`src/rtl/merge_pkg.sv`:
```
// Sizes, lane and packet types, and control state encoding for the merge data generator
`default_nettype none

package merge_pkg;

    // --------------------
    // Sizes
    // --------------------
    localparam int MERGE_LANES = 4;
    localparam int FIELD_W     = 32;
    localparam int META_W      = 16;
    localparam int COUNT_W     = 16;
    localparam int FIFO_DEPTH  = 16;
    localparam int PROG_THRESH = 8;

    // --------------------
    // Types
    // --------------------
    // Set bit selects the lane for merging
    typedef logic [MERGE_LANES-1:0] lane_mask_t;

    typedef struct packed {
        logic [META_W-1:0]  meta;
        logic [FIELD_W-1:0] field;
    } lane_word_t;

    // Field i comes from lane i, meta from lane 0
    typedef struct packed {
        logic [META_W-1:0]                   meta;
        logic [MERGE_LANES-1:0][FIELD_W-1:0] field;
    } merged_packet_t;

    typedef enum logic [2:0] {
        MERGE_IDLE        = 3'd0,
        MERGE_REQ_CONFIG  = 3'd1,
        MERGE_WAIT_CONFIG = 3'd2,
        MERGE_BUSY        = 3'd3,
        MERGE_PAUSE       = 3'd4,
        MERGE_DONE        = 3'd5
    } merge_state_t;

endpackage : merge_pkg

`default_nettype wire
```
`src/rtl/merge_assembler.sv`:
```
// Merged packet build, merge fire pulse and output buffer
`timescale 1ns/100ps
`default_nettype none

module merge_assembler import merge_pkg::*; (
    input  logic           ap_clk,
    input  logic           areset_generator,
    input  logic           complete,
    input  lane_word_t     captured [MERGE_LANES],
    input  logic           out_pop,
    output logic           merge_fire,
    output logic           out_prog_full,
    output logic           out_valid,
    output merged_packet_t out_packet
);

    merged_packet_t packet;
    logic           pop;

    // --------------------
    // Fire pulse
    // --------------------
    always_ff @(posedge ap_clk) begin
        if (areset_generator) begin
            merge_fire <= 1'b0;
        end else begin
            merge_fire <= complete;
        end
    end

    // Meta word from lane 0, one field per lane
    always_comb begin
        packet.meta = captured[0].meta;
        for (int i = 0; i < MERGE_LANES; i++) begin
            packet.field[i] = captured[i].field;
        end
    end

    assign pop = out_pop & out_valid;

    // --------------------
    // Output buffer
    // --------------------
    sync_fifo #(
        .payload_t (merged_packet_t),
        .DEPTH     (FIFO_DEPTH),
        .THRESH    (PROG_THRESH)
    ) u_out_fifo (
        .ap_clk           (ap_clk),
        .areset_generator (areset_generator),
        .push             (merge_fire),
        .push_data        (packet),
        .pop              (pop),
        .head             (out_packet),
        .valid            (out_valid),
        .full             (),
        .prog_full        (out_prog_full)
    );

    // The gatherer has to drop complete while its captures clear
    fire_not_back_to_back : assert property (
        @(posedge ap_clk) disable iff (areset_generator) merge_fire |=> !merge_fire
    ) else $error("merge_assembler: merge_fire in two cycles in a row");

endmodule : merge_assembler

`default_nettype wire

```
`src/rtl/sync_fifo.sv`:
```
// Synchronous first-word-fall-through buffer with a payload type parameter and a prog full flag
`timescale 1ns/100ps
`default_nettype none

module sync_fifo import merge_pkg::*; #(
    parameter type payload_t = logic [31:0],
    parameter int  DEPTH     = FIFO_DEPTH,
    parameter int  THRESH    = PROG_THRESH
) (
    input  logic     ap_clk,
    input  logic     areset_generator,
    input  logic     push,
    input  payload_t push_data,
    input  logic     pop,
    output payload_t head,
    output logic     valid,
    output logic     full,
    output logic     prog_full
);

    localparam int PTR_W = (DEPTH > 1) ? $clog2(DEPTH) : 1;
    localparam int CNT_W = $clog2(DEPTH + 1);

    payload_t             mem [DEPTH];
    logic     [PTR_W-1:0] wr_ptr;
    logic     [PTR_W-1:0] rd_ptr;
    logic     [CNT_W-1:0] count;
    logic                 do_push;
    logic                 do_pop;

    assign do_push = push & ~full;
    assign do_pop  = pop & valid;

    // --------------------
    // Status flags
    // --------------------
    assign valid     = (count != '0);
    assign full      = (count == CNT_W'(DEPTH));
    assign prog_full = (count >= CNT_W'(THRESH));
    assign head      = mem[rd_ptr];

    // Payload storage
    always_ff @(posedge ap_clk) begin
        if (do_push) begin
            mem[wr_ptr] <= push_data;
        end
    end

    // Pointers wrap at DEPTH, which need not be a power of two
    always_ff @(posedge ap_clk) begin
        if (areset_generator) begin
            wr_ptr <= '0;
            rd_ptr <= '0;
            count  <= '0;
        end else begin
            if (do_push) begin
                wr_ptr <= (wr_ptr == PTR_W'(DEPTH - 1)) ? '0 : wr_ptr + 1'b1;
            end
            if (do_pop) begin
                rd_ptr <= (rd_ptr == PTR_W'(DEPTH - 1)) ? '0 : rd_ptr + 1'b1;
            end
            case ({do_push, do_pop})
                2'b10:   count <= count + 1'b1;
                2'b01:   count <= count - 1'b1;
                default: count <= count;
            endcase
        end
    end

    // --------------------
    // Checks
    // --------------------
    no_push_when_full : assert property (
        @(posedge ap_clk) disable iff (areset_generator) !(push && full)
    ) else $error("sync_fifo: push while full");

    no_pop_when_empty : assert property (
        @(posedge ap_clk) disable iff (areset_generator) !(pop && !valid)
    ) else $error("sync_fifo: pop while empty");

endmodule : sync_fifo

`default_nettype wire

```
`config.mk`:
```
export PLATFORM = sky130hd
export DESIGN_NAME = merge_assembler
export DESIGN_NICKNAME = d
export VERILOG_FILES = /design/src/rtl/merge_pkg.sv /design/src/rtl/merge_assembler.sv /design/src/rtl/sync_fifo.sv
export SDC_FILE = /design/constraint.sdc
export NUM_CORES = 2
export LEC_CHECK = 0
export ABC_AREA = 1
export BUFFER_PORTS_ARGS = -buffer_cell sky130_fd_sc_hd__buf_2
export CORE_ASPECT_RATIO = 0.9
export CORE_UTILIZATION = 46
export CTS_BUF_LIST = sky130_fd_sc_hd__clkbuf_4
export DETAILED_ROUTE_END_ITERATION = 10
export PLACE_DENSITY = 0.7
export SKIP_LAST_GASP = 1
export SYNTH_ARGS = -nofsm -noshare
export SYNTH_HDL_FRONTEND = slang
export SYNTH_HIERARCHICAL = 1
export SYNTH_SLANG_ARGS = --single-unit
```
`constraint.sdc`:
```
create_clock -name ap_clk -period 23 [get_ports ap_clk]
set_clock_uncertainty 0.05 [all_clocks]
set_input_delay 4.6 -clock ap_clk [delete_from_list [all_inputs] [get_ports ap_clk]]
set_output_delay 4.6 -clock ap_clk [all_outputs]
set_load 0.03 [all_outputs]
```
### After elaboration in Yosys (flattened, before gate mapping)

Memories as Yosys holds them, arrays and structs flattened. A register that Yosys moved wholly into a read port is not among the register bits.
Cells that the tools add are included.

* word-level logic and storage cells: 28
* register bits: 14
* RAM bits: 2304
* input port bits: 196
* output and inout port bits: 147
* memories: 1

* $add $sub $neg: 4
* bitwise logic cells: 4
* equality and inequality tests: 5
* order comparisons: 1
* reductions and logical operators: 2
* muxes and demuxes: 7

Memory list
* u_out_fifo.mem: words 16, bits a word 144, rd ports 1, clocked after Yosys merged registers in 1, write ports 1, RTL line sync_fifo.sv:24 `payload_t mem [DEPTH];`

Operators by type and width (count)
* $mux 4: 4
* $pmux 5 s2: 1
* $add 4x1->4 const B: 2
* $eq 4x4->1 const B: 2
* $add 5x1->5 const B: 1
* $eq 5x5->1 const B: 1
* $ge 5x4->1 const B: 1
* $reduce_bool 5->1: 1
* $sub 5x1->5 const B: 1
* $and 1x1->1: 3
* $eq 2x1->1 const B: 1
* $eq 2x2->1 const B: 1
* $mux 1: 2
* $reduce_bool 2->1: 1
* $not 1->1: 1

### Depth between registers and ports, before layout

* depth in word-level cells: 5
* gate-level depth with buffers: 18
* gate-level depth less buffers: 18

### By module

The synthesis kept the hierarchy.

Modules (own cells, without submodules)
* sync_fifo: sequential area each 69526.7 um2, cells each 7182, area each 92150.9 um2, times used 1
* merge_assembler: sequential area each 20.0 um2, cells each 5, area each 37.5 um2, times used 1

### Worst setup path after synthesis

No wires, ideal clock.

* path kind: reg2reg
* start point: register merge_fire
* end point: memory u_out_fifo/mem[7][0] (netlist name), enable pin
* cell stages (with the launch flop): 5
* path slack: 11.408 ns
* arrival: 10.717 ns
* clock period less this slack: 11.592 ns
* setup time: 0.824 ns
* path through: dfxtp_1 nand2_1 inv_1 nand2_1 nor3_1

* longest elaborated chain between the ends: 3

Ends and longest elaborated chain
* start, declared: RTL line merge_assembler.sv:11 `output logic merge_fire,`
* start signal, assigned: RTL line merge_assembler.sv:27 `merge_fire <= complete;`
* $and 1x1->1: RTL line sync_fifo.sv:31 `assign do_push = push & ~full;`
* $mux 1: RTL line sync_fifo.sv:44 `if (do_push) begin`
* $mux 1 (implied by the code): RTL line sync_fifo.sv:45 `mem[wr_ptr] <= push_data;`
* end, declared: RTL line sync_fifo.sv:24

No other way between the ends.

==> flow_metrics.env <==
export IMPL_outcome="complete, no violations"
export IMPL_post_cts_buffers=0
export IMPL_die_h_um=426.7
export IMPL_finalPower_uw=11190
export IMPL_cp_cell_sequence="buf_12, buf_4, buf_4, o21ai_0, o211ai_1, nand3_1, nand2_1, buf_2"
export IMPL_syn_avg_cell_area_sq_um=12.83
export IMPL_min_period_ps=10820
export IMPL_max_freq_mhz=92.38
export IMPL_die_area_sq_um=202200
export IMPL_netlist_area_sq_um=92180
export IMPL_initial_core_util_pct=46.42
export IMPL_final_cell_area_sq_um=102900
export IMPL_drv_cap=0
export IMPL_p_sw_share_pct=34.26
export IMPL_setup_viol=0
export IMPL_placed_area_sq_um=95460
export IMPL_grt_pass1_vias=57920
export IMPL_finalNetCount=7898
export IMPL_clk_pin_slew_worst_paths_ps=60
export IMPL_track_usage_pct=22.96
export IMPL_p_comb_share_pct=26.7
export IMPL_cpMaxStageDelayCell="buf_4"
export IMPL_critPathMaxStageDelay_ps=930
export IMPL_cts_root_buffer="clkbuf_4"
export IMPL_grt_first_pass_wirelength_um=350100
export IMPL_row_count=155
export IMPL_cts_hold_buf=0
export IMPL_p_int_uw=7359
export IMPL_fillCellCount=16740
export IMPL_multi_input_area_sq_um=19590
export IMPL_routed_wirelength_um=236100
export IMPL_vias=59990
export IMPL_cp_arrival_ps=6170
export IMPL_ys_warn_count=6
export IMPL_cp_num_buf_inv=4
export IMPL_cts_buffer_depth=4
export IMPL_port_buffers=294
export IMPL_min_path_type="register to register"
export IMPL_cpMostUsedCell="buf_4"
export IMPL_hold_viol=0
export IMPL_post_route_util_pct=51.80
export IMPL_setup_tns_ps=0
export IMPL_peakVddDrop_mv=0.1132
export IMPL_gp_congestion=0.7521
export IMPL_netlist_instances=7186
export IMPL_initialDrtViolationCount=6586
export IMPL_crit_required_ps=18350
export IMPL_crit_type="register to output pin"
export IMPL_core_area_sq_um=198600
export IMPL_worst_slew_margin_rel_pct=19.15
export IMPL_insertion_delay_ps=1420
export IMPL_worst_pin_slew_ps=1210
export IMPL_slew_viol_final=0
export IMPL_layout_drive_gt1_share_pct=16.25
export IMPL_cp_end_kind="output pin"
export IMPL_critPathLaunchType="register"
export IMPL_numCtsBuffers=600
export IMPL_area_sequential_sq_um=69560
export IMPL_cts_tree="done"
export IMPL_htreeDepth=6
export IMPL_syn_nets=7391
export IMPL_p_leak_uw=0.03592
export IMPL_vias_per_cell=5.566
export IMPL_area_delta_synth_final_pct=11.59
export IMPL_cts_resized=0
export IMPL_min_period_over_period_pct=47.06
export IMPL_postRouteAntennaNets=0
export IMPL_pwr_share_seq_pct=42.4
export IMPL_ioPinCount=343
export IMPL_dr_pass1_iters=6
export IMPL_critPathTopFamily="buffers and inverters"
export IMPL_post_route_drc_count=0
export IMPL_power_density_nw_per_um2=108.8
export IMPL_worstPathMaxFanout=145
export IMPL_cts_sinks=2322
export IMPL_antenna_found_initial=58
export IMPL_overflow=0
export IMPL_routedWlPerCell_um=21.90
export IMPL_hpwl_um=107300
export IMPL_rsz0062_at_grt="false"
export IMPL_die_w_um=473.9
export IMPL_grt_start_max_net_pins=276
export IMPL_p_clk_share_pct=30.9
export IMPL_p_switching_uw=3836
## final timing paths
kind	startpoint	end	slack [ps]	cells past startpoint
worst max-delay path	register	out_packet[95]	12180	8
worst min-delay path	u_out_fifo/wr_ptr[0]$_SDFFE_PP0P_	u_out_fifo/wr_ptr[0]$_SDFFE_PP0P_	460	2
worst max register to register	u_out_fifo/count[2]$_SDFFE_PP0P_	u_out_fifo/mem[14][123]$_DFFE_PP_	18440	8
worst min register to register	u_out_fifo/wr_ptr[0]$_SDFFE_PP0P_	u_out_fifo/wr_ptr[0]$_SDFFE_PP0P_	460	2
## per-layer routing
layer / vias to the layer above / track usage, % / routed length, um
li1: 27360 / - / -
met2: 2808 / 36.23 / 111100
met5: - / 0 / 330
met3: 536 / 4.966 / 21680
met1: 29240 / 31.09 / 96460
met4: 54 / 8.985 / 6507
## placed cells by master (no fill, tap or decap), drive strengths merged, types with 12 or more instances in the layout
cell type and instances:
diode 29, buf 383, clkbuf 862, a21oi 139
nand3 795, o21ai 685, edfxtp 2304, clkinv 101
bufinv 13, nand2 1443, and2 12, nor2 745
inv 170, dfxtp 18, o211ai 386
## metrics by stage
| step | setup slack, ps | std cells | hold slack [ps] |
|---|---|---|---|
| floorplan | 11410 | 7186 | 409.3 |
| global placement | 13710 | 9760 | 436.5 |
| detailed placement | 13640 | 9760 | 450.0 |
| CTS | 12050 | 10750 | 460.0 |
| global route | 11660 | 10770 | 477.5 |
| finish | 12180 | 10780 | 463.6 |
## worst min-delay path: stages, from the launching register on
cell,delay [ps]
dfxtp_1,340
nand2_1,70
a21oi_1,50
## flip-flops by register name, summed over array words and instances (netlist names), named ones only
register / count
u_out_fifo/mem: 2304
u_out_fifo/count: 5
u_out_fifo/rd_ptr: 4
u_out_fifo/wr_ptr: 4
merge_fire: 1
## final cells by class
class	count	area share, %
antenna	29	0.07055
sequential	2322	67.62
clock inverter	127	0.8417
tap	2669	3.246
timing repair buffer	383	2.250
multi-input combinational	4224	19.05
inverter	162	0.6288
clock buffer	862	6.291
## power by group through the flow
stage	sequential (uW)	combinational, uW	clock (uW)
2_1_floorplan	4820	2230	0
3_3_place_gp	4840	2920	0
3_5_place_dp	4840	2970	0
4_1_cts	4750	2990	3540
5_1_grt	4750	3280	3760
6_report	4750	2990	3460
Note: power is estimated with default switching activity, not from simulation.
