`config.mk`:
```
export PLATFORM = sky130hd
export DESIGN_NAME = lane_gather
export DESIGN_NICKNAME = d
export VERILOG_FILES = /design/src/rtl/merge_pkg.sv /design/src/rtl/lane_gather.sv /design/src/rtl/sync_fifo.sv
export SDC_FILE = /design/constraint.sdc
export NUM_CORES = 2
export LEC_CHECK = 0
export BUFFER_PORTS_ARGS = -buffer_cell sky130_fd_sc_hd__buf_2
export CORE_MARGIN = 2
export CORE_UTILIZATION = 55
export CTS_CLUSTER_DIAMETER = 150
export DETAILED_ROUTE_END_ITERATION = 10
export PLACE_DENSITY = 0.76
export SYNTH_ARGS = -nofsm -noshare
export SYNTH_HDL_FRONTEND = slang
export SYNTH_SLANG_ARGS = --single-unit
```
`constraint.sdc`:
```
create_clock -name ap_clk -period 21.4 [get_ports ap_clk]
set_clock_uncertainty 0.05 [all_clocks]
set_input_delay 2.14 -clock ap_clk [delete_from_list [all_inputs] [get_ports ap_clk]]
set_output_delay 2.14 -clock ap_clk [all_outputs]
set_load 0.03 [all_outputs]
```
`src/rtl/merge_pkg.sv`:
```
// Sizes, lane and packet types, and control state encoding for the merge data generator
`default_nettype none

package merge_pkg;

    // --------------------
    // Sizes
    // --------------------
    localparam int MERGE_LANES = 4;
    localparam int FIELD_W     = 32;
    localparam int META_W      = 16;
    localparam int COUNT_W     = 16;
    localparam int FIFO_DEPTH  = 16;
    localparam int PROG_THRESH = 8;

    // --------------------
    // Types
    // --------------------
    // Set bit selects the lane for merging
    typedef logic [MERGE_LANES-1:0] lane_mask_t;

    typedef struct packed {
        logic [META_W-1:0]  meta;
        logic [FIELD_W-1:0] field;
    } lane_word_t;

    // Field i comes from lane i, meta from lane 0
    typedef struct packed {
        logic [META_W-1:0]                   meta;
        logic [MERGE_LANES-1:0][FIELD_W-1:0] field;
    } merged_packet_t;

    typedef enum logic [2:0] {
        MERGE_IDLE        = 3'd0,
        MERGE_REQ_CONFIG  = 3'd1,
        MERGE_WAIT_CONFIG = 3'd2,
        MERGE_BUSY        = 3'd3,
        MERGE_PAUSE       = 3'd4,
        MERGE_DONE        = 3'd5
    } merge_state_t;

endpackage : merge_pkg

`default_nettype wire
```
`src/rtl/lane_gather.sv`:
```
// Per-lane input buffers, mask-driven pop and drain, and per-lane capture registers
`timescale 1ns/100ps
`default_nettype none

module lane_gather import merge_pkg::*; (
    input  logic               ap_clk,
    input  logic               areset_generator,
    input  lane_mask_t         lane_valid,
    input  logic [META_W-1:0]  lane_meta  [MERGE_LANES],
    input  logic [FIELD_W-1:0] lane_field [MERGE_LANES],
    input  logic               active,
    input  lane_mask_t         mask,
    input  logic               merge_fire,
    output lane_mask_t         lane_prog_full,
    output lane_word_t         captured   [MERGE_LANES],
    output logic               complete
);

    lane_word_t head [MERGE_LANES];
    lane_mask_t head_valid;
    lane_mask_t pop;
    lane_mask_t take;
    lane_mask_t captured_q;

    genvar i;

    generate
        for (i = 0; i < MERGE_LANES; i++) begin : gen_lane
            lane_word_t push_word;

            assign push_word = '{meta: lane_meta[i], field: lane_field[i]};

            // --------------------
            // Input buffer
            // --------------------
            sync_fifo #(
                .payload_t (lane_word_t),
                .DEPTH     (FIFO_DEPTH),
                .THRESH    (PROG_THRESH)
            ) u_lane_fifo (
                .ap_clk           (ap_clk),
                .areset_generator (areset_generator),
                .push             (lane_valid[i]),
                .push_data        (push_word),
                .pop              (pop[i]),
                .head             (head[i]),
                .valid            (head_valid[i]),
                .full             (),
                .prog_full        (lane_prog_full[i])
            );

            // Selected lanes capture once per merge, others just drain
            assign take[i] = head_valid[i] & mask[i] & active & ~captured_q[i];
            assign pop[i]  = take[i] | (head_valid[i] & ~mask[i]);

            always_ff @(posedge ap_clk) begin
                if (areset_generator) begin
                    captured_q[i] <= 1'b0;
                end else if (merge_fire) begin
                    captured_q[i] <= 1'b0;
                end else if (take[i]) begin
                    captured_q[i] <= 1'b1;
                end
            end

            // Capture register
            always_ff @(posedge ap_clk) begin
                if (take[i]) begin
                    captured[i] <= head[i];
                end
            end
        end
    endgenerate

    // Unselected lanes count as present
    // Captures clear only after the fire cycle, so complete drops during it
    assign complete = active & ~merge_fire & (&(captured_q | ~mask));

endmodule : lane_gather

`default_nettype wire

```
`src/rtl/sync_fifo.sv`:
```
// Synchronous first-word-fall-through buffer with a payload type parameter and a prog full flag
`timescale 1ns/100ps
`default_nettype none

module sync_fifo import merge_pkg::*; #(
    parameter type payload_t = logic [31:0],
    parameter int  DEPTH     = FIFO_DEPTH,
    parameter int  THRESH    = PROG_THRESH
) (
    input  logic     ap_clk,
    input  logic     areset_generator,
    input  logic     push,
    input  payload_t push_data,
    input  logic     pop,
    output payload_t head,
    output logic     valid,
    output logic     full,
    output logic     prog_full
);

    localparam int PTR_W = (DEPTH > 1) ? $clog2(DEPTH) : 1;
    localparam int CNT_W = $clog2(DEPTH + 1);

    payload_t             mem [DEPTH];
    logic     [PTR_W-1:0] wr_ptr;
    logic     [PTR_W-1:0] rd_ptr;
    logic     [CNT_W-1:0] count;
    logic                 do_push;
    logic                 do_pop;

    assign do_push = push & ~full;
    assign do_pop  = pop & valid;

    // --------------------
    // Status flags
    // --------------------
    assign valid     = (count != '0);
    assign full      = (count == CNT_W'(DEPTH));
    assign prog_full = (count >= CNT_W'(THRESH));
    assign head      = mem[rd_ptr];

    // Payload storage
    always_ff @(posedge ap_clk) begin
        if (do_push) begin
            mem[wr_ptr] <= push_data;
        end
    end

    // Pointers wrap at DEPTH, which need not be a power of two
    always_ff @(posedge ap_clk) begin
        if (areset_generator) begin
            wr_ptr <= '0;
            rd_ptr <= '0;
            count  <= '0;
        end else begin
            if (do_push) begin
                wr_ptr <= (wr_ptr == PTR_W'(DEPTH - 1)) ? '0 : wr_ptr + 1'b1;
            end
            if (do_pop) begin
                rd_ptr <= (rd_ptr == PTR_W'(DEPTH - 1)) ? '0 : rd_ptr + 1'b1;
            end
            case ({do_push, do_pop})
                2'b10:   count <= count + 1'b1;
                2'b01:   count <= count - 1'b1;
                default: count <= count;
            endcase
        end
    end

    // --------------------
    // Checks
    // --------------------
    no_push_when_full : assert property (
        @(posedge ap_clk) disable iff (areset_generator) !(push && full)
    ) else $error("sync_fifo: push while full");

    no_pop_when_empty : assert property (
        @(posedge ap_clk) disable iff (areset_generator) !(pop && !valid)
    ) else $error("sync_fifo: pop while empty");

endmodule : sync_fifo

`default_nettype wire

```
# After elaboration in Yosys (flattened, before gate mapping)
# Memories as Yosys holds them, arrays and structs flattened. A register that Yosys moved wholly into a read port is not among the register bits.
# Index checks and enable logic that the tools add are counted.
# Widths: inputs -> output; s select.
# classes
add_sub_neg	16
magnitude_cmp	4
eq_ne	20
n_mux	20
bitwise	45
reduce_logical	10
# ops
op	n
$pmux 5 s2	4
$add 4x1->4 const B	8
$eq 4x4->1 const B	8
$mux 4	8
$and 1x1->1	26
$add 5x1->5 const B	4
$eq 5x5->1 const B	4
$ge 5x4->1 const B	4
$reduce_bool 5->1	4
$sub 5x1->5 const B	4
$not 1->1	13
$eq 2x1->1 const B	4
$eq 2x2->1 const B	4
$mux 1	8
$reduce_bool 2->1	4
$not 4->4	1
$or 1x1->1	4
$or 4x4->4	1
$reduce_and 4->1	1
$reduce_or 2->1	1
# totals
regBits	56
mem_bits_rw	3072
in_bits	204
output_inout_bits	197
word_cells	135
n_memories	4
# memory_table
name	words	word_bits	rd	rd_clocked_by_memory_dff	write_ports	line	text
gen_lane[0].u_lane_fifo.mem	16	48	1	1	1	sync_fifo.sv:24	payload_t mem [DEPTH];
gen_lane[1].u_lane_fifo.mem	16	48	1	1	1	sync_fifo.sv:24	
gen_lane[2].u_lane_fifo.mem	16	48	1	1	1	sync_fifo.sv:24	
gen_lane[3].u_lane_fifo.mem	16	48	1	1	1	sync_fifo.sv:24	

# Logic depth before layout (Yosys ltp)
# depth
word_depth	8
depth_mapped	12
ltp_nobuf	11

# Hierarchy
# From an unflattened synthesis, not the netlist that was laid out.
# hier_totals
cells_unflattened	5431
hier_area_um2	124793.4
# by_module_without_submodules
mod	instances	cells_each	area_per_inst_um2
sync_fifo at gen_lane[0].u_lane_fifo ...	3	1302	29689.7
sync_fifo at gen_lane[3].u_lane_fifo	1	1303	29678.5
lane_gather	1	222	6045.8

# Worst setup path before layout
# OpenSTA, ideal clock, no wires.
# synth_path
kind	input to register
startpoint	input active
endpoint	register captured[0] (netlist name)
setup_time_ps	717
arrival_ps	9838
required_time_ps	20633
path_slack_ps	10794
cell_stages	2
path_buffers	0
path_cell_list	inv_1 > a2111oi_0
# synth_via
elab_chain_len	2
# synth_lines
item	line	text
start, declared	lane_gather.sv:11	input logic active,
$and 1x1->1 (2 in a row)	lane_gather.sv:53	assign take[i] = head_valid[i] & mask[i] & active & ~captured_q[i];
# No other way between the ends.
# A chain may end at the register's enable or synchronous reset.

# Worst setup path after layout
# layout_path
startpoint	input mask[0]
endpoint	output complete
# layout_via
elab_chain_len	4
# layout_lines
item	line	text
start, declared	lane_gather.sv:12	input lane_mask_t mask,
$not 4->4	lane_gather.sv:77	assign complete = active & ~merge_fire & (&(captured_q | ~mask));
$or 4x4->4	lane_gather.sv:77	
$reduce_and 4->1	lane_gather.sv:77	
$and 1x1->1	lane_gather.sv:77	
end, declared	lane_gather.sv:16	output logic complete
# No other way between the ends.

==> results_dict.tcl <==
set metrics [dict create \
    status "complete, no violations" \
    syn_nets 5528 \
    wire_per_inst_um 30.7 \
    postPlaceCellArea_um2 131000 \
    root_buffer "clkbuf_16" \
    placedCellCount 8520 \
    crit_path_end_kind "output port" \
    worstPathArrival_ns 3.22 \
    ys_seq_area_frac 0.786 \
    pin_count 401 \
    drt_iter0_markers 6730 \
    cts_buffers 338 \
    synth_cell_type_count 41 \
    ctsResizeCount 0 \
    min_path_type "reg2reg" \
    wirelength_um 280000 \
    syn-instance-count 5284 \
    worst_slack_ns 15.99 \
    ant_nets 0 \
    synth_area_leader_cell "edfxtp_1" \
    critPathKind "in2out" \
    multiInputGateArea_um2 25500 \
    die_w_um 483 \
    cp_data_required_time_ns 19.21 \
    antenna_found_initial 50 \
    cp_max_fo 2 \
    drc 0 \
    hold_buffers 0 \
    startpoint_type "primary input" \
    power_density_nw_per_um2 115 \
    maxCapViolCount 0 \
    yosysMostFrequentCell "edfxtp_1" \
    post-route-util 0.623 \
    leakage_nw 44.6 \
    synth_top_cell_area_share 0.778 \
    cts_max_path_buffers 4 \
    postCtsSetupRepairBufs 0 \
    relSlewSlack 0.190 \
    fin_crit_sh 0.253 \
    async_reset_ff_frac 0 \
    cts_sinks 3320 \
    netlist_area_um2 126000 \
    syn_to_final_growth_pct 12.6 \
    gr-usage-all-layers 0.240 \
    period_needed_ns 5.41 \
    fin_setup_tns_ns 0 \
    avgSynthCellArea_um2 23.9 \
    grt_max_degree 131 \
    core-area_um2 228000 \
    tightest_slew_ns 1.21 \
    ff_latch_area_um2 99200 \
    h-tree-depth 5 \
    preCtsSetupSlack_ns 15.82 \
    ys.flop_type "edfxtp_1" \
    finalSetupViolCount 0 \
    slew_viol_final 0 \
    fin_cells 9122 \
    yosys_warnings 0 \
    vias_per_cell 6.34 \
    clk_pin_slew_ns 0.05 \
    fp-row-count 175 \
    gp_congestion 0.747 \
    grt_pass1_wl_um 408000 \
    initial_core_util 0.554 \
    postLayoutCellArea_um2 142000 \
    cts_tree "done" \
    nets 6095 \
    drive_gt1_frac 0.286 \
    rsz0062_at_grt "no" \
    synth_area_leaders "edfxtp_1 (78%), mux4_2 (11%), mux4_1 (3.6%), mux2i_1 (1.3%), dfxtp_1 (0.89%)" \
    vdd_drop_max_v 0.000113 \
    hpwl_um 136000 \
    fillers 14500 \
    clk_latency_ns 0.95 \
    hold_viol 0 \
    vias 57900 \
    portBuffers 400 \
    grt_pass1_vias 59600 \
    fmax_mhz 185 \
    drt-pass1-iter-count 5 \
    ys_top_cells_by_count "edfxtp_1 (3264), mux4_2 (642), mux4_1 (174)" \
    dieArea_um2 233000 \
    ys_seq_elements 3320 \
    synth-edff-count 3264 \
    overflow 0 \
    die_y_um 483 \
]
-- worst max-delay path, stage by stage --
cell and delay [ns]:
buf_2 0.12, inv_1 0.07, o22ai_1 0.55, nor4_1 0.10, buf_2 0.23
-- state kept, by name, indices dropped and copies added (netlist names) --
name	cells
captured_q	4
gen_lane.u_lane_fifo.count	20
gen_lane.u_lane_fifo.mem	3072
gen_lane.u_lane_fifo.rd_ptr	16
captured	192
gen_lane.u_lane_fifo.wr_ptr	16
-- routing by layer --
layer / GRT usage / vias up / share of wire
met3: 0.0489 / 526 / 0.086
li1: - / 23800 / -
met4: 0.0681 / 50 / 0.026
met1: 0.330 / 30700 / 0.38
met2: 0.397 / 2800 / 0.50
met5: 0 / - / 0.0012
-- stage by stage --
stage | hold WS, ns | power [mW]
3_3_place_gp | 0.414 | 10.7
6_report | 0.439 | 16.3
5_1_grt | 0.469 | 16.9
3_5_place_dp | 0.429 | 10.8
4_1_cts | 0.441 | 16.5
2_1_floorplan | 0.405 | 10.1
-- cell families (layout without fill, tap and decap cells) --
kind of cell,Yosys count,count (layout),share of synthesized area
XOR/XNOR,20,20,0.00139
flip-flops,3320,3320,0.786
AND/OR/NAND/NOR,257,257,0.00880
other,0,18,0
AO/OA/AOI/OAI,317,317,0.0157
buffers and inverters,306,1117,0.0154
adder cells (fa/ha/maj),40,40,0.00421
multiplexers,1024,1024,0.168
-- path summary, 6_finish.rpt --
kind                                                   startpoint       endpoint  slack [ns]  depth (start not counted)
worst max-delay path                                      mask[0]       complete       15.99                          5
worst min-delay path                                captured_q[2]  captured_q[2]        0.44                          1
worst max register to register  gen_lane[3].u_lane_fifo.rd_ptr[0]   captured[21]       16.92                          5
worst min register to register                      captured_q[2]  captured_q[2]        0.44                          1
-- layout make-up --
type                       count  area share
timing repair buffer         504      0.0197
inverter                      29    0.000767
antenna                       18    0.000317
sequential                  3320       0.699
clock inverter               184      0.0120
clock buffer                 400      0.0626
tap                         3009      0.0265
multi-input combinational   1658       0.179
-- cell usage in the layout, fill, tap and decap left out, types with 8 or more instances in the layout --
cell / synthesis / final
nor2_4: 0 / 48
ha_1: 36 / 36
dfxtp_4: 0 / 15
clkbuf_1: 133 / 51
nor2_1: 110 / 62
edfxtp_1: 3264 / 3264
a31oi_1: 10 / 10
clkinvlp_4: 0 / 12
clkinv_2: 0 / 55
mux2i_1: 158 / 158
buf_4: 8 / 103
nand2_1: 79 / 78
mux2_2: 50 / 50
clkbuf_16: 0 / 346
buf_2: 56 / 400
a22oi_1: 53 / 53
nand2b_1: 13 / 13
a221oi_1: 48 / 48
dfxtp_1: 56 / 40
xor2_1: 14 / 14
nor3_2: 0 / 16
o21ai_0: 103 / 103
diode_2: 0 / 18
a21oi_1: 79 / 79
mux4_2: 642 / 642
clkinv_1: 0 / 73
a21o_1: 10 / 10
inv_1: 29 / 29
nor3_1: 24 / 8
bufinv_16: 0 / 31
mux4_1: 174 / 174
-- power breakdown --
part	switching, mW	internal (mW)
Clock	2.38	3.33
Combinational	1.49	1.43
Sequential	0.225	7.48
Total	4.09	12.2
Note: power is estimated with default switching activity, not from simulation.
