`src/rtl/merge_pkg.sv`:
```
// Sizes, lane and packet types, and control state encoding for the merge data generator
`default_nettype none

package merge_pkg;

    // --------------------
    // Sizes
    // --------------------
    localparam int MERGE_LANES = 4;
    localparam int FIELD_W     = 32;
    localparam int META_W      = 16;
    localparam int COUNT_W     = 16;
    localparam int FIFO_DEPTH  = 16;
    localparam int PROG_THRESH = 8;

    // --------------------
    // Types
    // --------------------
    // Set bit selects the lane for merging
    typedef logic [MERGE_LANES-1:0] lane_mask_t;

    typedef struct packed {
        logic [META_W-1:0]  meta;
        logic [FIELD_W-1:0] field;
    } lane_word_t;

    // Field i comes from lane i, meta from lane 0
    typedef struct packed {
        logic [META_W-1:0]                   meta;
        logic [MERGE_LANES-1:0][FIELD_W-1:0] field;
    } merged_packet_t;

    typedef enum logic [2:0] {
        MERGE_IDLE        = 3'd0,
        MERGE_REQ_CONFIG  = 3'd1,
        MERGE_WAIT_CONFIG = 3'd2,
        MERGE_BUSY        = 3'd3,
        MERGE_PAUSE       = 3'd4,
        MERGE_DONE        = 3'd5
    } merge_state_t;

endpackage : merge_pkg

`default_nettype wire
```
`src/rtl/merge_control.sv`:
```
// Run control FSM with configuration request, packet counter, pause and done
`timescale 1ns/100ps
`default_nettype none

module merge_control import merge_pkg::*; (
    input  logic               ap_clk,
    input  logic               areset_generator,
    input  logic               start,
    input  logic               config_valid,
    input  lane_mask_t         config_mask,
    input  logic [COUNT_W-1:0] config_count,
    input  logic               merge_fire,
    input  logic               out_prog_full,
    output logic               config_request,
    output logic               busy,
    output logic               done,
    output logic               active,
    output lane_mask_t         mask
);

    merge_state_t       state;
    merge_state_t       next_state;
    logic [COUNT_W-1:0] target;
    logic [COUNT_W-1:0] fire_count;
    logic               last_fire;

    // Count-th merge of the run
    assign last_fire = merge_fire & (fire_count == target - 1'b1);

    // --------------------
    // State register
    // --------------------
    always_ff @(posedge ap_clk) begin
        if (areset_generator) begin
            state <= MERGE_IDLE;
        end else begin
            state <= next_state;
        end
    end

    always_comb begin
        next_state = state;
        case (state)
            MERGE_IDLE: begin
                if (start) next_state = MERGE_REQ_CONFIG;
            end
            MERGE_REQ_CONFIG: begin
                next_state = MERGE_WAIT_CONFIG;
            end
            MERGE_WAIT_CONFIG: begin
                if (config_valid) next_state = MERGE_BUSY;
            end
            MERGE_BUSY: begin
                if (last_fire) next_state = MERGE_DONE;
                else if (out_prog_full) next_state = MERGE_PAUSE;
            end
            MERGE_PAUSE: begin
                // Merges already in flight still count here
                if (last_fire) next_state = MERGE_DONE;
                else if (!out_prog_full) next_state = MERGE_BUSY;
            end
            MERGE_DONE: begin
                next_state = MERGE_IDLE;
            end
            default: next_state = MERGE_IDLE;
        endcase
    end

    // --------------------
    // Configuration and counter
    // --------------------
    always_ff @(posedge ap_clk) begin
        if (areset_generator) begin
            mask       <= '0;
            fire_count <= '0;
        end else if (state == MERGE_WAIT_CONFIG && config_valid) begin
            mask       <= config_mask;
            fire_count <= '0;
        end else if (merge_fire && busy) begin
            fire_count <= fire_count + 1'b1;
        end
    end

    // Zero count runs as a single packet
    always_ff @(posedge ap_clk) begin
        if (state == MERGE_WAIT_CONFIG && config_valid) begin
            target <= (config_count == '0) ? COUNT_W'(1) : config_count;
        end
    end

    assign config_request = (state == MERGE_REQ_CONFIG);
    assign busy           = (state == MERGE_BUSY) || (state == MERGE_PAUSE);
    assign done           = (state == MERGE_DONE);
    assign active         = busy & ~out_prog_full;

endmodule : merge_control

`default_nettype wire

```
`config.mk`:
```
export PLATFORM = sky130hd
export DESIGN_NAME = merge_control
export DESIGN_NICKNAME = d
export VERILOG_FILES = /design/src/rtl/merge_pkg.sv /design/src/rtl/merge_control.sv
export SDC_FILE = /design/constraint.sdc
export NUM_CORES = 1
export LEC_CHECK = 0
export BUFFER_PORTS_ARGS = -buffer_cell sky130_fd_sc_hd__buf_2
export CAP_MARGIN = 20
export CORE_MARGIN = 4
export CORE_UTILIZATION = 38
export DETAILED_ROUTE_END_ITERATION = 10
export GPL_TIMING_DRIVEN = 1
export MAX_ROUTING_LAYER = met4
export PLACE_DENSITY_LB_ADDON = 0.15
export SLEW_MARGIN = 20
export SYNTH_ARGS = -nofsm -noshare
export SYNTH_HDL_FRONTEND = slang
export SYNTH_SLANG_ARGS = --single-unit
```
`constraint.sdc`:
```
create_clock -name ap_clk -period 3.95 [get_ports ap_clk]
set_clock_uncertainty 0.1 [all_clocks]
set_input_delay 0.395 -clock ap_clk [delete_from_list [all_inputs] [get_ports ap_clk]]
set_output_delay 0.395 -clock ap_clk [all_outputs]
set_load 0.1 [all_outputs]
```
# Yosys cells after proc, flatten, opt, wreduce, memory -nomap -nowiden
# Cells that the tools add are included.
[classes] n_addsub=2 n_eq_ne=10 muxes=7 n_bitwise=3 reduce_logical=7
[op_table] operator="2-to-1 mux 3 bit" count=6
[op_table] operator="adder 16 x 1 -> 16 bit (second input constant)" count=1
[op_table] operator="equality test 16 bit" count=1
[op_table] operator="zero test 16 bit" count=1
[op_table] operator="subtractor 16 x 1 -> 16 bit (second input constant)" count=1
[op_table] operator="case mux 3 bit (5 select lines)" count=1
[op_table] operator="equality test 3 x 2 -> 1 bit (second input constant)" count=2
[op_table] operator="equality test 3 bit (second input constant)" count=2
[op_table] operator="!= test 3 bit (second input constant)" count=2
[op_table] operator="!= test 2 bit (second input constant)" count=2
[op_table] operator="AND reduction 4 bit" count=1
[op_table] operator="equality test 3 x 1 -> 1 bit (second input constant)" count=1
[op_table] operator="zero test 3 bit" count=1
[op_table] operator="bitwise AND 1 bit" count=2
[op_table] operator="logical AND 1 bit" count=2
[op_table] operator="OR reduction 2 bit" count=1
[op_table] operator="logical OR 1 bit" count=1
[op_table] operator="inverter 1 bit" count=1
[totals] ff_bits=39 inputBits=26 word_cells=33

# Depth between registers and ports, before layout
# Gate-level depths: netlist of run 1.
[depth] depth_word=5 mapped_depth=9 depth_no_buf=9

# Worst setup path after synthesis of run 1
# Ideal clock, no wire load.
[synth_timing] kind="flip-flop to flip-flop" startpoint="reg state[2]" endpoint="reg fire_count[10]" t_arrival_ns=2.900 t_required_ns=3.722 slack_ns=0.822 stages_incl_launch_ff=7 path_buffers=2 path_cell_list="dfxtp_1 > nand2b_1 > nor3_1 > or2_2 > clkbuf_1 > clkbuf_1 > nor2_1"
[synth_via] elab_chain_cells=3 elab_cells_between_ends=7 classes_between="3 x eq/ne; 4 x reduce/logical"
[synth_rtl] element="start: declaration" line_no="merge_control.sv:21" source="merge_state_t state;"
[synth_rtl] element="start signal: assignment" line_no="merge_control.sv:37" source="state <= next_state;"
[synth_rtl] element="equality test 3 x 2 -> 1 bit (tied with other cells)" line_no="merge_control.sv:76" source="end else if (state == MERGE_WAIT_CONFIG && config_valid) begin"
[synth_rtl] element="logical AND 1 bit or logical OR 1 bit (tied branches)" line_no="merge_control.sv:76, merge_control.sv:92"
[synth_rtl] element="OR reduction 2 bit (no line) or logical AND 1 bit (tied branches)"
[synth_rtl] element="end signal: assignment" line_no="merge_control.sv:80" source="fire_count <= fire_count + 1'b1;"
[synth_rtl] element="end: declaration" line_no="merge_control.sv:24" source="logic [COUNT_W-1:0] fire_count;"
# Parallel ways exist; a longest one is shown, timed or not.
# A chain may end at the register's enable or synchronous reset.

# Worst setup path in the final report of run 1
[layout_timing] startpoint="reg target[0]" endpoint="reg state[1]"
[layout_via] elab_chain_cells=5 elab_cells_between_ends=9 classes_between="1 x add/sub; 3 x eq/ne; 3 x mux; 1 x bitwise; 1 x reduce/logical"
[layout_rtl] element="start: declaration" line_no="merge_control.sv:23" source="logic [COUNT_W-1:0] target;"
[layout_rtl] element="start signal: assignment" line_no="merge_control.sv:87" source="target <= (config_count == '0) ? COUNT_W'(1) : config_count;"
[layout_rtl] element="subtractor 16 x 1 -> 16 bit *" line_no="merge_control.sv:28" source="assign last_fire = merge_fire & (fire_count == target - 1'b1);"
[layout_rtl] element="equality test 16 bit *" line_no="merge_control.sv:28"
[layout_rtl] element="bitwise AND 1 bit *" line_no="merge_control.sv:28"
[layout_rtl] element="2-to-1 mux 3 bit (tied with other cells)" line_no="merge_control.sv:59" source="if (last_fire) next_state = MERGE_DONE;"
[layout_rtl] element="case mux 3 bit (5 select lines) or AND reduction 4 bit (tied branches)"
# Mark *: on every way between the ends. The rest lies on a longest branch, timed or not.

==> qor.yml, run 1 <==
clock_network:
  cts_sinks: 39
  holdBufCountCts: 0
  cts_resized: 0
  cts_tree: "yes"
  insertion_delay_ps: 290
  cts_root_buf: "clkbuf_8"
  postCtsSetupBuffers: 0
  clkTransAtPathRegs_ps: 80
  htree_levels: 2
  clk_path_buf_depth: 2
  numCtsBuffers: 5
synth:
  syn_avg_cell_area_um2: 9.120
  syn_area_mm2: 0.002207
  syn_inst: 242
  ys_ff_latch: 39
  synth_top_area_share_pct: 21.77
  yosysMostFrequentCell: "nor2_1"
  synth_area_leaders: "edfxtp_1, dfxtp_1, xor2_1"
  yosysTopAreaCell: "edfxtp_1"
  netlist_top_cells_count: "nor2_1, dfxtp_1, clkbuf_1, xor2_1, edfxtp_1"
  ys_seq_area_share_pct: 42.63
  synth_edf_count: 16
  yosysUniqueCellTypes: 44
  ys.flop_type: "dfxtp_1"
  synth_warnings: 0
  synth_async_sr_flop_share_pct: 0
  syn_nets: 270
cells_and_area:
  area_delta_synth_final_pct: 12.19
  fin_cells: 334
  final_nets: 289
  final_area_mm2: 0.002476
  drive_above_1_share_pct: 19.08
  diodes: 0
power:
  p_switching_uw: 345.0
  pwr-share-clk_pct: 26.6
  intPower_uw: 681.0
  cellLeakagePower_uw: 0.0009285
  swShare_pct: 33.62
  pwr_density_cell_mw_per_mm2: 414.3
  pwr-share-seq_pct: 49.2
  total_power_uw: 1026
  p_comb_share_pct: 24.2
  vdd.ir_drop.worst_uv: 251.0
worst_setup_path:
  crit_chain: "inv_1 > ha_1 > or4b_4 > nor4_1 > mux2_2 > o211a_1 > a311oi_2 > a32oi_1 > or3_1"
  slowest_delay_ps: 520
  crit_path_start_kind: "flop"
  worstSetupPathType: "reg2reg"
  crit_fanout: 6
  end_kind: "flop"
  cp_data_required_time_ps: 4030
  crit_path_top_delay_cell: "or4b_4"
  worst_ep_arrival_time_ps: 3300
sta:
  drv_slew: 0
  fmax_mhz: 309.9
  finalCritPeriodShare_pct: 81.70
  rsz0062_at_grt: "no"
  tns_ps: 0
  period_minus_slack_ps: 3227
  maxSlewHeadroom_pct: 52.76
  setup_viol: 0
  hold_viol: 0
  worstMarginPinSlew_ps: 698.7
route:
  drt-initial-drc-count: 114
  ant_nets: 0
  wirelength_mm: 4.355
  dr.pass1.iters: 4
  drc_errors: 0
  wl_per_cell_um: 13.04
  vias_per_cell: 5.171
  route.vias.total: 1727
global_route:
  grt_usage_pct: 13.20
  grt_pass1_wl_mm: 7.258
  grt_pass1_vias: 1545
  antenna_found_initial: 0
  grt_max_degree: 22
  grt_overflow: 0
floorplan:
  dieHeight_um: 84.21
  fp.dieArea_mm2: 0.007091
  fp-row-count: 27
  ios: 34
  start_util_pct: 39.60
  die_w_um: 84.21
  coreArea_mm2: 0.005574
run:
  drv_cap: 0
placed_design:
  dpl-instance-area_mm2: 0.002385
  place.gp.congestion: 0.7648
  port_buffers: 33
  dpl.hpwl_mm: 3.378
  dp.cells: 326
run_status:
  status: "finished, final reports clean"
min_path:
  hold_class: "in2reg"
[power by group through the flow]
stage                     Clock (µW)  Sequential [µW]  Combinational [µW]
after floorplan                    0              531                 178
after global placement             0              514                 250
after CTS                        285              505                 251
final                            273              505                 248
after global routing             304              511                 271
after detailed placement           0              513                 250
[placed cells by master, fill, tap and decap left out, types with 4 or more instances in the layout]
master and count:
and3_1 7, xor2_1 17, clkbuf_8 6, nor2_1 28, o21ai_0 5, xnor2_1 12, edfxtp_1 16, a21oi_1 4
nand4_1 5, buf_2 33, nor3_1 11, dfxtp_1 23, nor4_1 8, nand3_1 11, inv_1 11, nand2_1 9
mux2i_1 6
[through the flow]
stage / utilization (%) / hold WS (ps) / worst slack [ps]
2_1_floorplan: - / 399.6 / 822.3
3_3_place_gp: 42.78 / 374.4 / 738.8
3_5_place_dp: 42.78 / 384.4 / 711.7
4_1_cts: 44.42 / 178.2 / 716.0
5_1_grt: 44.42 / 172.3 / 576.8
6_report: 44.42 / 189.4 / 722.9
[cell families after synthesis]
group	count (synthesis)	share of synthesized area, %
muxes	9	4.252
adders and majority gates	2	1.134
xor gates and xnor gates	29	11.51
DFF	39	42.63
and+or+nand+nor	104	25.51
buffers and inverters	33	5.953
AOI/OAI and AO/OA	26	9.014
[worst max-delay path: cells and delay by family, from the launching register on]
kind	cells	cell delay (ps)
AOI/OAI and AO/OA	3	610
adders and majority gates	1	240
buffers and inverters	1	80
DFF	1	430
muxes	1	390
and+or+nand+nor	3	1270
[routing by layer]
metal | track usage (%) | wire (µm) | vias up
met1 | 16.72 | 2127 | 800
met2 | 20.23 | 1972 | 24
met4 | 4.825 | 68 | 0
met5 | - | 0 | -
li1 | - | - | 896
met3 | 3.533 | 186 | 7
[final timing paths]
kind,from,to,slack (ps),cells after the start
hold reg to reg,mask[1]$_SDFFE_PP0P_,mask[1]$_SDFFE_PP0P_,400,2
setup / recovery,target[0]$_SDFFCE_PN1P_,state[1]$_SDFFE_PP0P_,720,9
hold / removal,config_count[13],target[13]$_SDFFCE_PN0P_,190,1
setup reg to reg,target[0]$_SDFFCE_PN1P_,state[1]$_SDFFE_PP0P_,720,9
[sequential cells by signal (all words and copies together), names as in the netlist]
name and count:
fire_count 16, target 16, state 3, mask 4
[layout make-up]
type                            instances  area [µm²]
Sequential cell                        39       940.9
Tap cell                               72       90.09
Inverter                               11       41.29
Multi-Input combinational cell        170        1140
Timing Repair Buffer                   34       172.7
Fill cell                             558        3098
Clock buffer                            7       86.33
Clock inverter                          1       5.005
Note: power is estimated with default switching activity, not from simulation.
==> inputs of run 2 (changes only) <==
Settings changed: ABC_AREA from default to 1.
Clock period 3.95 ns to 3.26 ns, I/O delays scaled along.
==> run 2 against run 1 <==
  * Flip-flop and latch count did not move
  * Power is 45% higher
  * Global-route usage grew 1.7 points
==> qor.yml, run 2 <==
worst_setup_path:
  worst_ep_arrival_time_ps: 2330  # was 3300 ps
  path_delay_family: "simple AND/OR/NAND/NOR gates"  # unchanged
  cp.buffers_inverters: 3  # was 1
  crit_path_start_kind: "flop"  # unchanged
  cp_data_required_time_ps: 3350  # was 4030 ps
  crit_path_top_delay_cell: "edfxtp_1"  # was or4b_4
  end_kind: "flop"  # unchanged
  crit_chain: "inv_1 > ha_1 > nand2_4 > nor2_2 > nand2_1 > nand2_1 > nand2_1 > inv_2 > nand3_1 > nor2_2 > nand3_2 > nand3_2 > nand3_2 > o21ai_1 > inv_1"  # was inv_1 > ha_1 > or4b_4 > nor4_1 > mux2_2 > o211a_1 > a311oi_2 > a32oi_1 > or3_1
  worstSetupPathType: "reg2reg"  # unchanged
  slowest_delay_ps: 420  # was 520 ps
  crit_fanout: 5  # was 6
cells_and_area:
  layout_commonest_cell: "nand2_1"  # was buf_2
  area_delta_synth_final_pct: 12.43  # was 12.19%
  nFillCells: 638  # was 558
  final_nets: 374  # was 289
  mostFrequentLayoutCells: "nand2_1, nor2_1, inv_1"  # was buf_2, nor2_1, dfxtp_1
  multi_input_area_mm2: 0.001190  # was 0.001140 mm²
  utilization_pct: 44.45  # was 44.42%
  largest_registers: "fire_count: 16 flops, target: 16 flops, mask: 4 flops"  # unchanged
  diodes: 0  # unchanged
  drive_above_1_share_pct: 19.88  # was 19.08%
  regArea_um2: 940.9  # unchanged
min_path:
  hold_class: "in2reg"  # unchanged
clock_network:
  htree_levels: 2  # unchanged
  cts_sinks: 39  # unchanged
  insertion_delay_ps: 300  # was 290 ps
  clk_path_buf_depth: 2  # unchanged
  holdBufCountCts: 0  # unchanged
  postCtsSetupBuffers: 0  # unchanged
  clkTransAtPathRegs_ps: 90  # was 80 ps
  cts_root_buf: "clkbuf_8"  # unchanged
  cts_tree: "yes"  # unchanged
  cts_resized: 0  # unchanged
  numCtsBuffers: 5  # unchanged
synth:
  ys_ff_latch: 39  # unchanged
  synth_top_family_by_area: "simple AND/OR/NAND/NOR gates"  # unchanged
  ys_seq_area_share_pct: 39.96  # was 42.63%
  ys.flop_type: "dfxtp_1"  # unchanged
  synth_compound_area_share_pct: 6.961  # was 9.014%
  synth_async_sr_flop_share_pct: 0  # unchanged
  synth_edf_count: 16  # unchanged
  synth_warnings: 0  # unchanged
  yosysUniqueCellTypes: 32  # was 44
  synth_fa_ha_area_share_pct: 1.063  # was 1.134%
  synth_area_leaders: "edfxtp_1, dfxtp_1, nand2_1"  # was edfxtp_1, dfxtp_1, xor2_1
  syn_avg_cell_area_um2: 7.313  # was 9.120 µm²
  synthSimpleGateAreaFrac_pct: 36.18  # was 25.51%
  yosysTopAreaCell: "edfxtp_1"  # unchanged
  syn_inst: 322  # was 242
  syn_nets: 350  # was 270
  synth_top_area_share_pct: 20.40  # was 21.77%
  synthMuxAreaShare_pct: 0  # was 4.252%
  synth-xor-area-share_pct: 6.323  # was 11.51%
  netlist_top_cells_count: "nand2_1, nor2_1, inv_1, dfxtp_1"  # was nor2_1, dfxtp_1, clkbuf_1, xor2_1, edfxtp_1
  yosysMostFrequentCell: "nand2_1"  # was nor2_1
  syn_area_mm2: 0.002355  # was 0.002207 mm²
floorplan:
  dieHeight_um: 86.72  # was 84.21 µm
  fp-row-count: 28  # was 27
  coreArea_mm2: 0.005956  # was 0.005574 mm²
  fp.dieArea_mm2: 0.007520  # was 0.007091 mm²
  ios: 34  # unchanged
  die_w_um: 86.72  # was 84.21 µm
  start_util_pct: 39.54  # was 39.60%
route:
  vias_per_cell: 4.858  # was 5.171
  dr.pass1.iters: 4  # unchanged
  route.vias.total: 2050  # was 1727
  wl_per_cell_um: 11.84  # was 13.04 µm
  ant_nets: 0  # unchanged
  wirelength_mm: 4.997  # was 4.355 mm
  drc_errors: 0  # unchanged
  drt-initial-drc-count: 95  # was 114
global_route:
  antenna_found_initial: 0  # unchanged
  grt_pass1_wl_mm: 8.645  # was 7.258 mm
  grt_usage_pct: 14.89  # was 13.20%
  grt_max_degree: 23  # was 22
  grt_pass1_vias: 1910  # was 1545
  grt_overflow: 0  # unchanged
placed_design:
  place.gp.congestion: 0.8930  # was 0.7648
  port_buffers: 33  # unchanged
  dpl.hpwl_mm: 3.967  # was 3.378 mm
run_status:
  status: "finished, final reports clean"  # unchanged
sta:
  period_minus_slack_ps: 2239  # was 3227 ps
  holdWs_ps: 116.4  # was 189.4 ps
  worstMarginPinSlew_ps: 493.3  # was 698.7 ps
  hold_viol: 0  # unchanged
  rsz0062_at_grt: "no"  # unchanged
  tns_ps: 0  # unchanged
  finalCritPeriodShare_pct: 68.69  # was 81.70%
  maxSlewHeadroom_pct: 67.34  # was 52.76%
  setup_viol: 0  # unchanged
  fmax_mhz: 446.6  # was 309.9 MHz
  drv_slew: 0  # unchanged
power:
  pwr_density_cell_mw_per_mm2: 562.0  # was 414.3 mW/mm²
  cellLeakagePower_uw: 0.001106  # was 0.0009285 µW
  vdd.ir_drop.worst_uv: 478.0  # was 251.0 µV
run:
  drv_cap: 0  # unchanged
-- run 2: cell count changes in the layout (fill, tap and decap cells not counted), sizes merged, moves of 4 or more --
cell / delta
a21oi: +4
nand3: +9
mux2i: -6
inv: +32
o21ai: +12
and3: -7
nor3: -6
nand2: +57
nor2: +34
xor2: -9
-- run 2: final cells by class --
type,count,share of cell area (%)
inverters,42,5.955
multi-input cells,224,44.94
clock buffers,5,2.599
flip-flops and latches,39,35.54
well taps,75,3.544
repair buffers,34,6.522
clock inverters,3,0.8979
-- run 2: final timing paths --
path	from	to	slack, ps	depth (start not counted)
setup reg to reg	target[0]$_SDFFCE_PN1P_	state[2]$_SDFFE_PP0P_	1020	15
hold / removal	config_count[9]	target[9]$_SDFFCE_PN0P_	120	1
hold reg to reg	mask[2]$_SDFFE_PP0P_	mask[2]$_SDFFE_PP0P_	420	2
setup / recovery	target[0]$_SDFFCE_PN1P_	state[2]$_SDFFE_PP0P_	1020	15
-- run 2: metal layers --
layer	part of all wire [%]	vias up	global-route usage, %
met5	0	-	-
met4	1.7	0	5.524
met3	4.0	8	2.852
met2	45	38	23.09
met1	49	928	19.30
li1	-	1076	-
-- run 2: cells by family (layout without fill, tap and decap cells) --
logic type / after synthesis / count (layout)
simple gates: 175 / 175
xor+xnor: 17 / 17
fa+ha+maj: 2 / 2
buf+inv: 59 / 84
flops: 39 / 39
compound gates: 30 / 30
-- run 2: through the flow --
| stage | worst slack [ps] | std cells | instance area, µm² | total power [µW] |
|---|---|---|---|---|
| floorplan | 919.5 | 322 | 2355 | 1059 |
| global placement | 1091 | 414 | 2555 | 1162 |
| detailed placement | 1021 | 414 | 2555 | 1159 |
| CTS | 1000 | 422 | 2648 | 1509 |
| global route | 769.5 | 422 | 2648 | 1584 |
| finish | 1021 | 422 | 2648 | 1488 |
-- run 2: power by group --
part	internal [µW]	leakage (µW)	switching [µW]
registers	567	0.000332	54.7
logic	132	0.000734	394
clock network	153	0.0000408	187
total	852	0.00111	636
==> inputs of run 3 (changes only) <==
Settings changed: ABC_AREA 1 to 0.
Clock period 3.26 ns to 2.2 ns, I/O delays scaled along.
==> run 3 against run 2 <==
  * Global-route usage is essentially flat
  * Critical path depth shrank 6
  * Critical endpoint is now state[1]$_SDFFE_PP0P_
  * Utilization grew 7.8 points
  * The run now ends with setup timing left
  * First-iteration DRC count shrank 39%
  * Sequential share of layout area shrank 3.2 points
  * Design area grew 10%
  * Non-clock buffer count grew 41
==> qor.yml, run 3 (synthesis gave the netlist of run 1 again) <==
run:
  drv_cap: 0  # unchanged
global_route:
  grt_pass1_wl_mm: 8.397  # was 8.645 mm
  antenna_found_initial: 0  # unchanged
  grt_usage_pct: 14.88  # was 14.89%
  grt_max_degree: 21  # was 23
  grt_overflow: 0  # unchanged
  grt_pass1_vias: 1836  # was 1910
route:
  drt-initial-drc-count: 58  # was 95
  wirelength_mm: 5.006  # was 4.997 mm
  wl_per_cell_um: 13.35  # was 11.84 µm
  vias_per_cell: 5.045  # was 4.858
  route.vias.total: 1892  # was 2050
  drc_errors: 0  # unchanged
  ant_nets: 0  # unchanged
  dr.pass1.iters: 4  # unchanged
placed_design:
  place.gp.congestion: 0.9010  # was 0.8930
  dp.cells: 361  # was 414
  dpl-instance-area_mm2: 0.002706  # was 0.002555 mm²
  port_buffers: 33  # unchanged
  dpl.hpwl_mm: 3.849  # was 3.967 mm
sta:
  finalWorstSetupSlack_ps: -629.1  # was 1021 ps
  drv_slew: 0  # unchanged
  fmax_mhz: 353.5  # was 446.6 MHz
  rsz0062_at_grt: "yes"  # was no
  worstMarginPinSlew_ps: 471.7  # was 493.3 ps
  finalCritPeriodShare_pct: 128.6  # was 68.69%
  maxSlewHeadroom_pct: 68.31  # was 67.34%
  setup_viol: 3  # was 0
  hold_viol: 0  # unchanged
  period_minus_slack_ps: 2829  # was 2239 ps
  holdWs_ps: 13.28  # was 116.4 ps
clock_network:
  insertion_delay_ps: 290  # was 300 ps
  cts_sinks: 39  # unchanged
  cts_root_buf: "clkbuf_8"  # unchanged
  htree_levels: 2  # unchanged
  clkTransAtPathRegs_ps: 80  # was 90 ps
  clk_path_buf_depth: 2  # unchanged
  numCtsBuffers: 5  # unchanged
  cts_tree: "yes"  # unchanged
power:
  cellLeakagePower_uw: 0.001153  # was 0.001106 µW
  pwr_density_cell_mw_per_mm2: 719.8  # was 562.0 mW/mm²
  vdd.ir_drop.worst_uv: 319.3  # was 478.0 µV
  total_power_uw: 2096  # was 1488 µW
floorplan:
  ios: 34  # unchanged
  dieHeight_um: 84.21  # was 86.72 µm
  fp-row-count: 27  # was 28
  coreArea_mm2: 0.005574  # was 0.005956 mm²
  fp.dieArea_mm2: 0.007091  # was 0.007520 mm²
  die_w_um: 84.21  # was 86.72 µm
  start_util_pct: 39.60  # was 39.54%
worst_setup_path:
  worstSetupPathType: "reg2reg"  # unchanged
  worst_ep_arrival_time_ps: 2910  # was 2330 ps
  r2r_cells: 9  # was 15
  reg2reg_to: "state[1]$_SDFFE_PP0P_"  # was state[2]$_SDFFE_PP0P_
  cp_data_required_time_ps: 2280  # was 3350 ps
  r2r_start: "target[0]$_SDFFCE_PN1P_"  # unchanged
  r2r_slack_ps: -630  # was 1020 ps
  crit_path_start_kind: "flop"  # unchanged
  crit_fanout: 3  # was 5
  end_kind: "flop"  # unchanged
cells_and_area:
  layout_commonest_cell: "buf_4"  # was nand2_1
  final_area_mm2: 0.002912  # was 0.002648 mm²
  drive_above_1_share_pct: 33.66  # was 19.88%
  area_delta_synth_final_pct: 31.92  # was 12.43%
  mostFrequentLayoutCells: "buf_4, buf_2, nor2_1"  # was nand2_1, nor2_1, inv_1
  utilization_pct: 52.23  # was 44.45%
  final_nets: 330  # was 374
  largest_registers: "fire_count: 16 flops, target: 16 flops, mask: 4 flops"  # unchanged
  fin_cells: 375  # was 422
  nFillCells: 516  # was 638
  diodes: 0  # unchanged
min_path:
  hold_path_depth: 1  # unchanged
  holdPathEnd: "target[13]$_SDFFCE_PN0P_"  # was target[9]$_SDFFCE_PN0P_
  worstHoldStart: "config_count[13]"  # was config_count[9]
  hold_class: "in2reg"  # unchanged
run_status:
  violations: "setup timing"
  status: "complete, but fails checks"  # was finished, final reports clean
==> run 3: changes by cell type in the layout (fill, tap and decap cells not counted), sizes merged, moves of 9 or more <==
cell and change:
nand2 -57, buf +40, nor2 -34, inv -32, o21ai -12, nand3 -9, xor2 +9
==> run 3: layout make-up <==
| type | instances | area [µm²] | area share (%) |
|---|---|---|---|
| Sequential cell | 39 | 940.9 | 32.32 |
| Clock buffer | 5 | 68.82 | 2.364 |
| Timing Repair Buffer | 75 | 513.0 | 17.62 |
| Multi-Input combinational cell | 170 | 1214 | 41.68 |
| Inverter | 11 | 41.29 | 1.418 |
| Clock inverter | 3 | 43.79 | 1.504 |
| Tap cell | 72 | 90.09 | 3.094 |
==> run 3: repair_timing <==
| action | 4_1_cts | 5_1_grt |
|---|---|---|
| buffers inserted | 4 | 1 |
| hold endpoints to repair | 0 | 1 |
| endpoints found under the setup margin | 3 | 5 |
| gates resized for setup | 1 | 8 |
| pin swaps | 3 | 2 |
| hold buffers | 0 | 1 |
==> run 3: worst max-delay path, stage by stage (launching register included) <==
cell and delay (ps):
edfxtp_1 390, inv_1 70, ha_2 160, or4b_4 500
nor4_4 200, mux2_4 330, o211a_1 230, a311oi_2 240
a32oi_1 130, or3_1 370
==> run 3: through the flow <==
step / setup TNS [ps] / setup slack (ps)
floorplan: -4039 / -652.4
global placement: -1404 / -582.4
detailed placement: -1581 / -643.9
CTS: -1577 / -596.4
global route: -2118 / -759.8
finish: -1685 / -629.1
==> run 3: how the worst max path moves through the flow <==
stage	slack (ps)	to	from
floorplan	-650	state[1]$_SDFFE_PP0P_	target[0]$_SDFFCE_PN1P_
global placement	-580	state[1]$_SDFFE_PP0P_	target[0]$_SDFFCE_PN1P_
detailed placement	-640	state[1]$_SDFFE_PP0P_	target[0]$_SDFFCE_PN1P_
CTS	-600	state[1]$_SDFFE_PP0P_	target[0]$_SDFFCE_PN1P_
global route	-760	state[1]$_SDFFE_PP0P_	target[0]$_SDFFCE_PN1P_
finish	-630	state[1]$_SDFFE_PP0P_	target[0]$_SDFFCE_PN1P_
==> run 3: power breakdown <==
group          total (µW)  internal [µW]  switching (µW)
sequential            856            826            30.6
clock                 599            337             263
combinational         640            247             393
total                2100           1410             687
==> run 3: metal layers <==
metal / GRT usage [%] / share of wire (%)
met5: - / 0
met3: 3.042 / 3.3
met1: 18.98 / 47
met2: 23.60 / 48
met4: 4.825 / 1.7
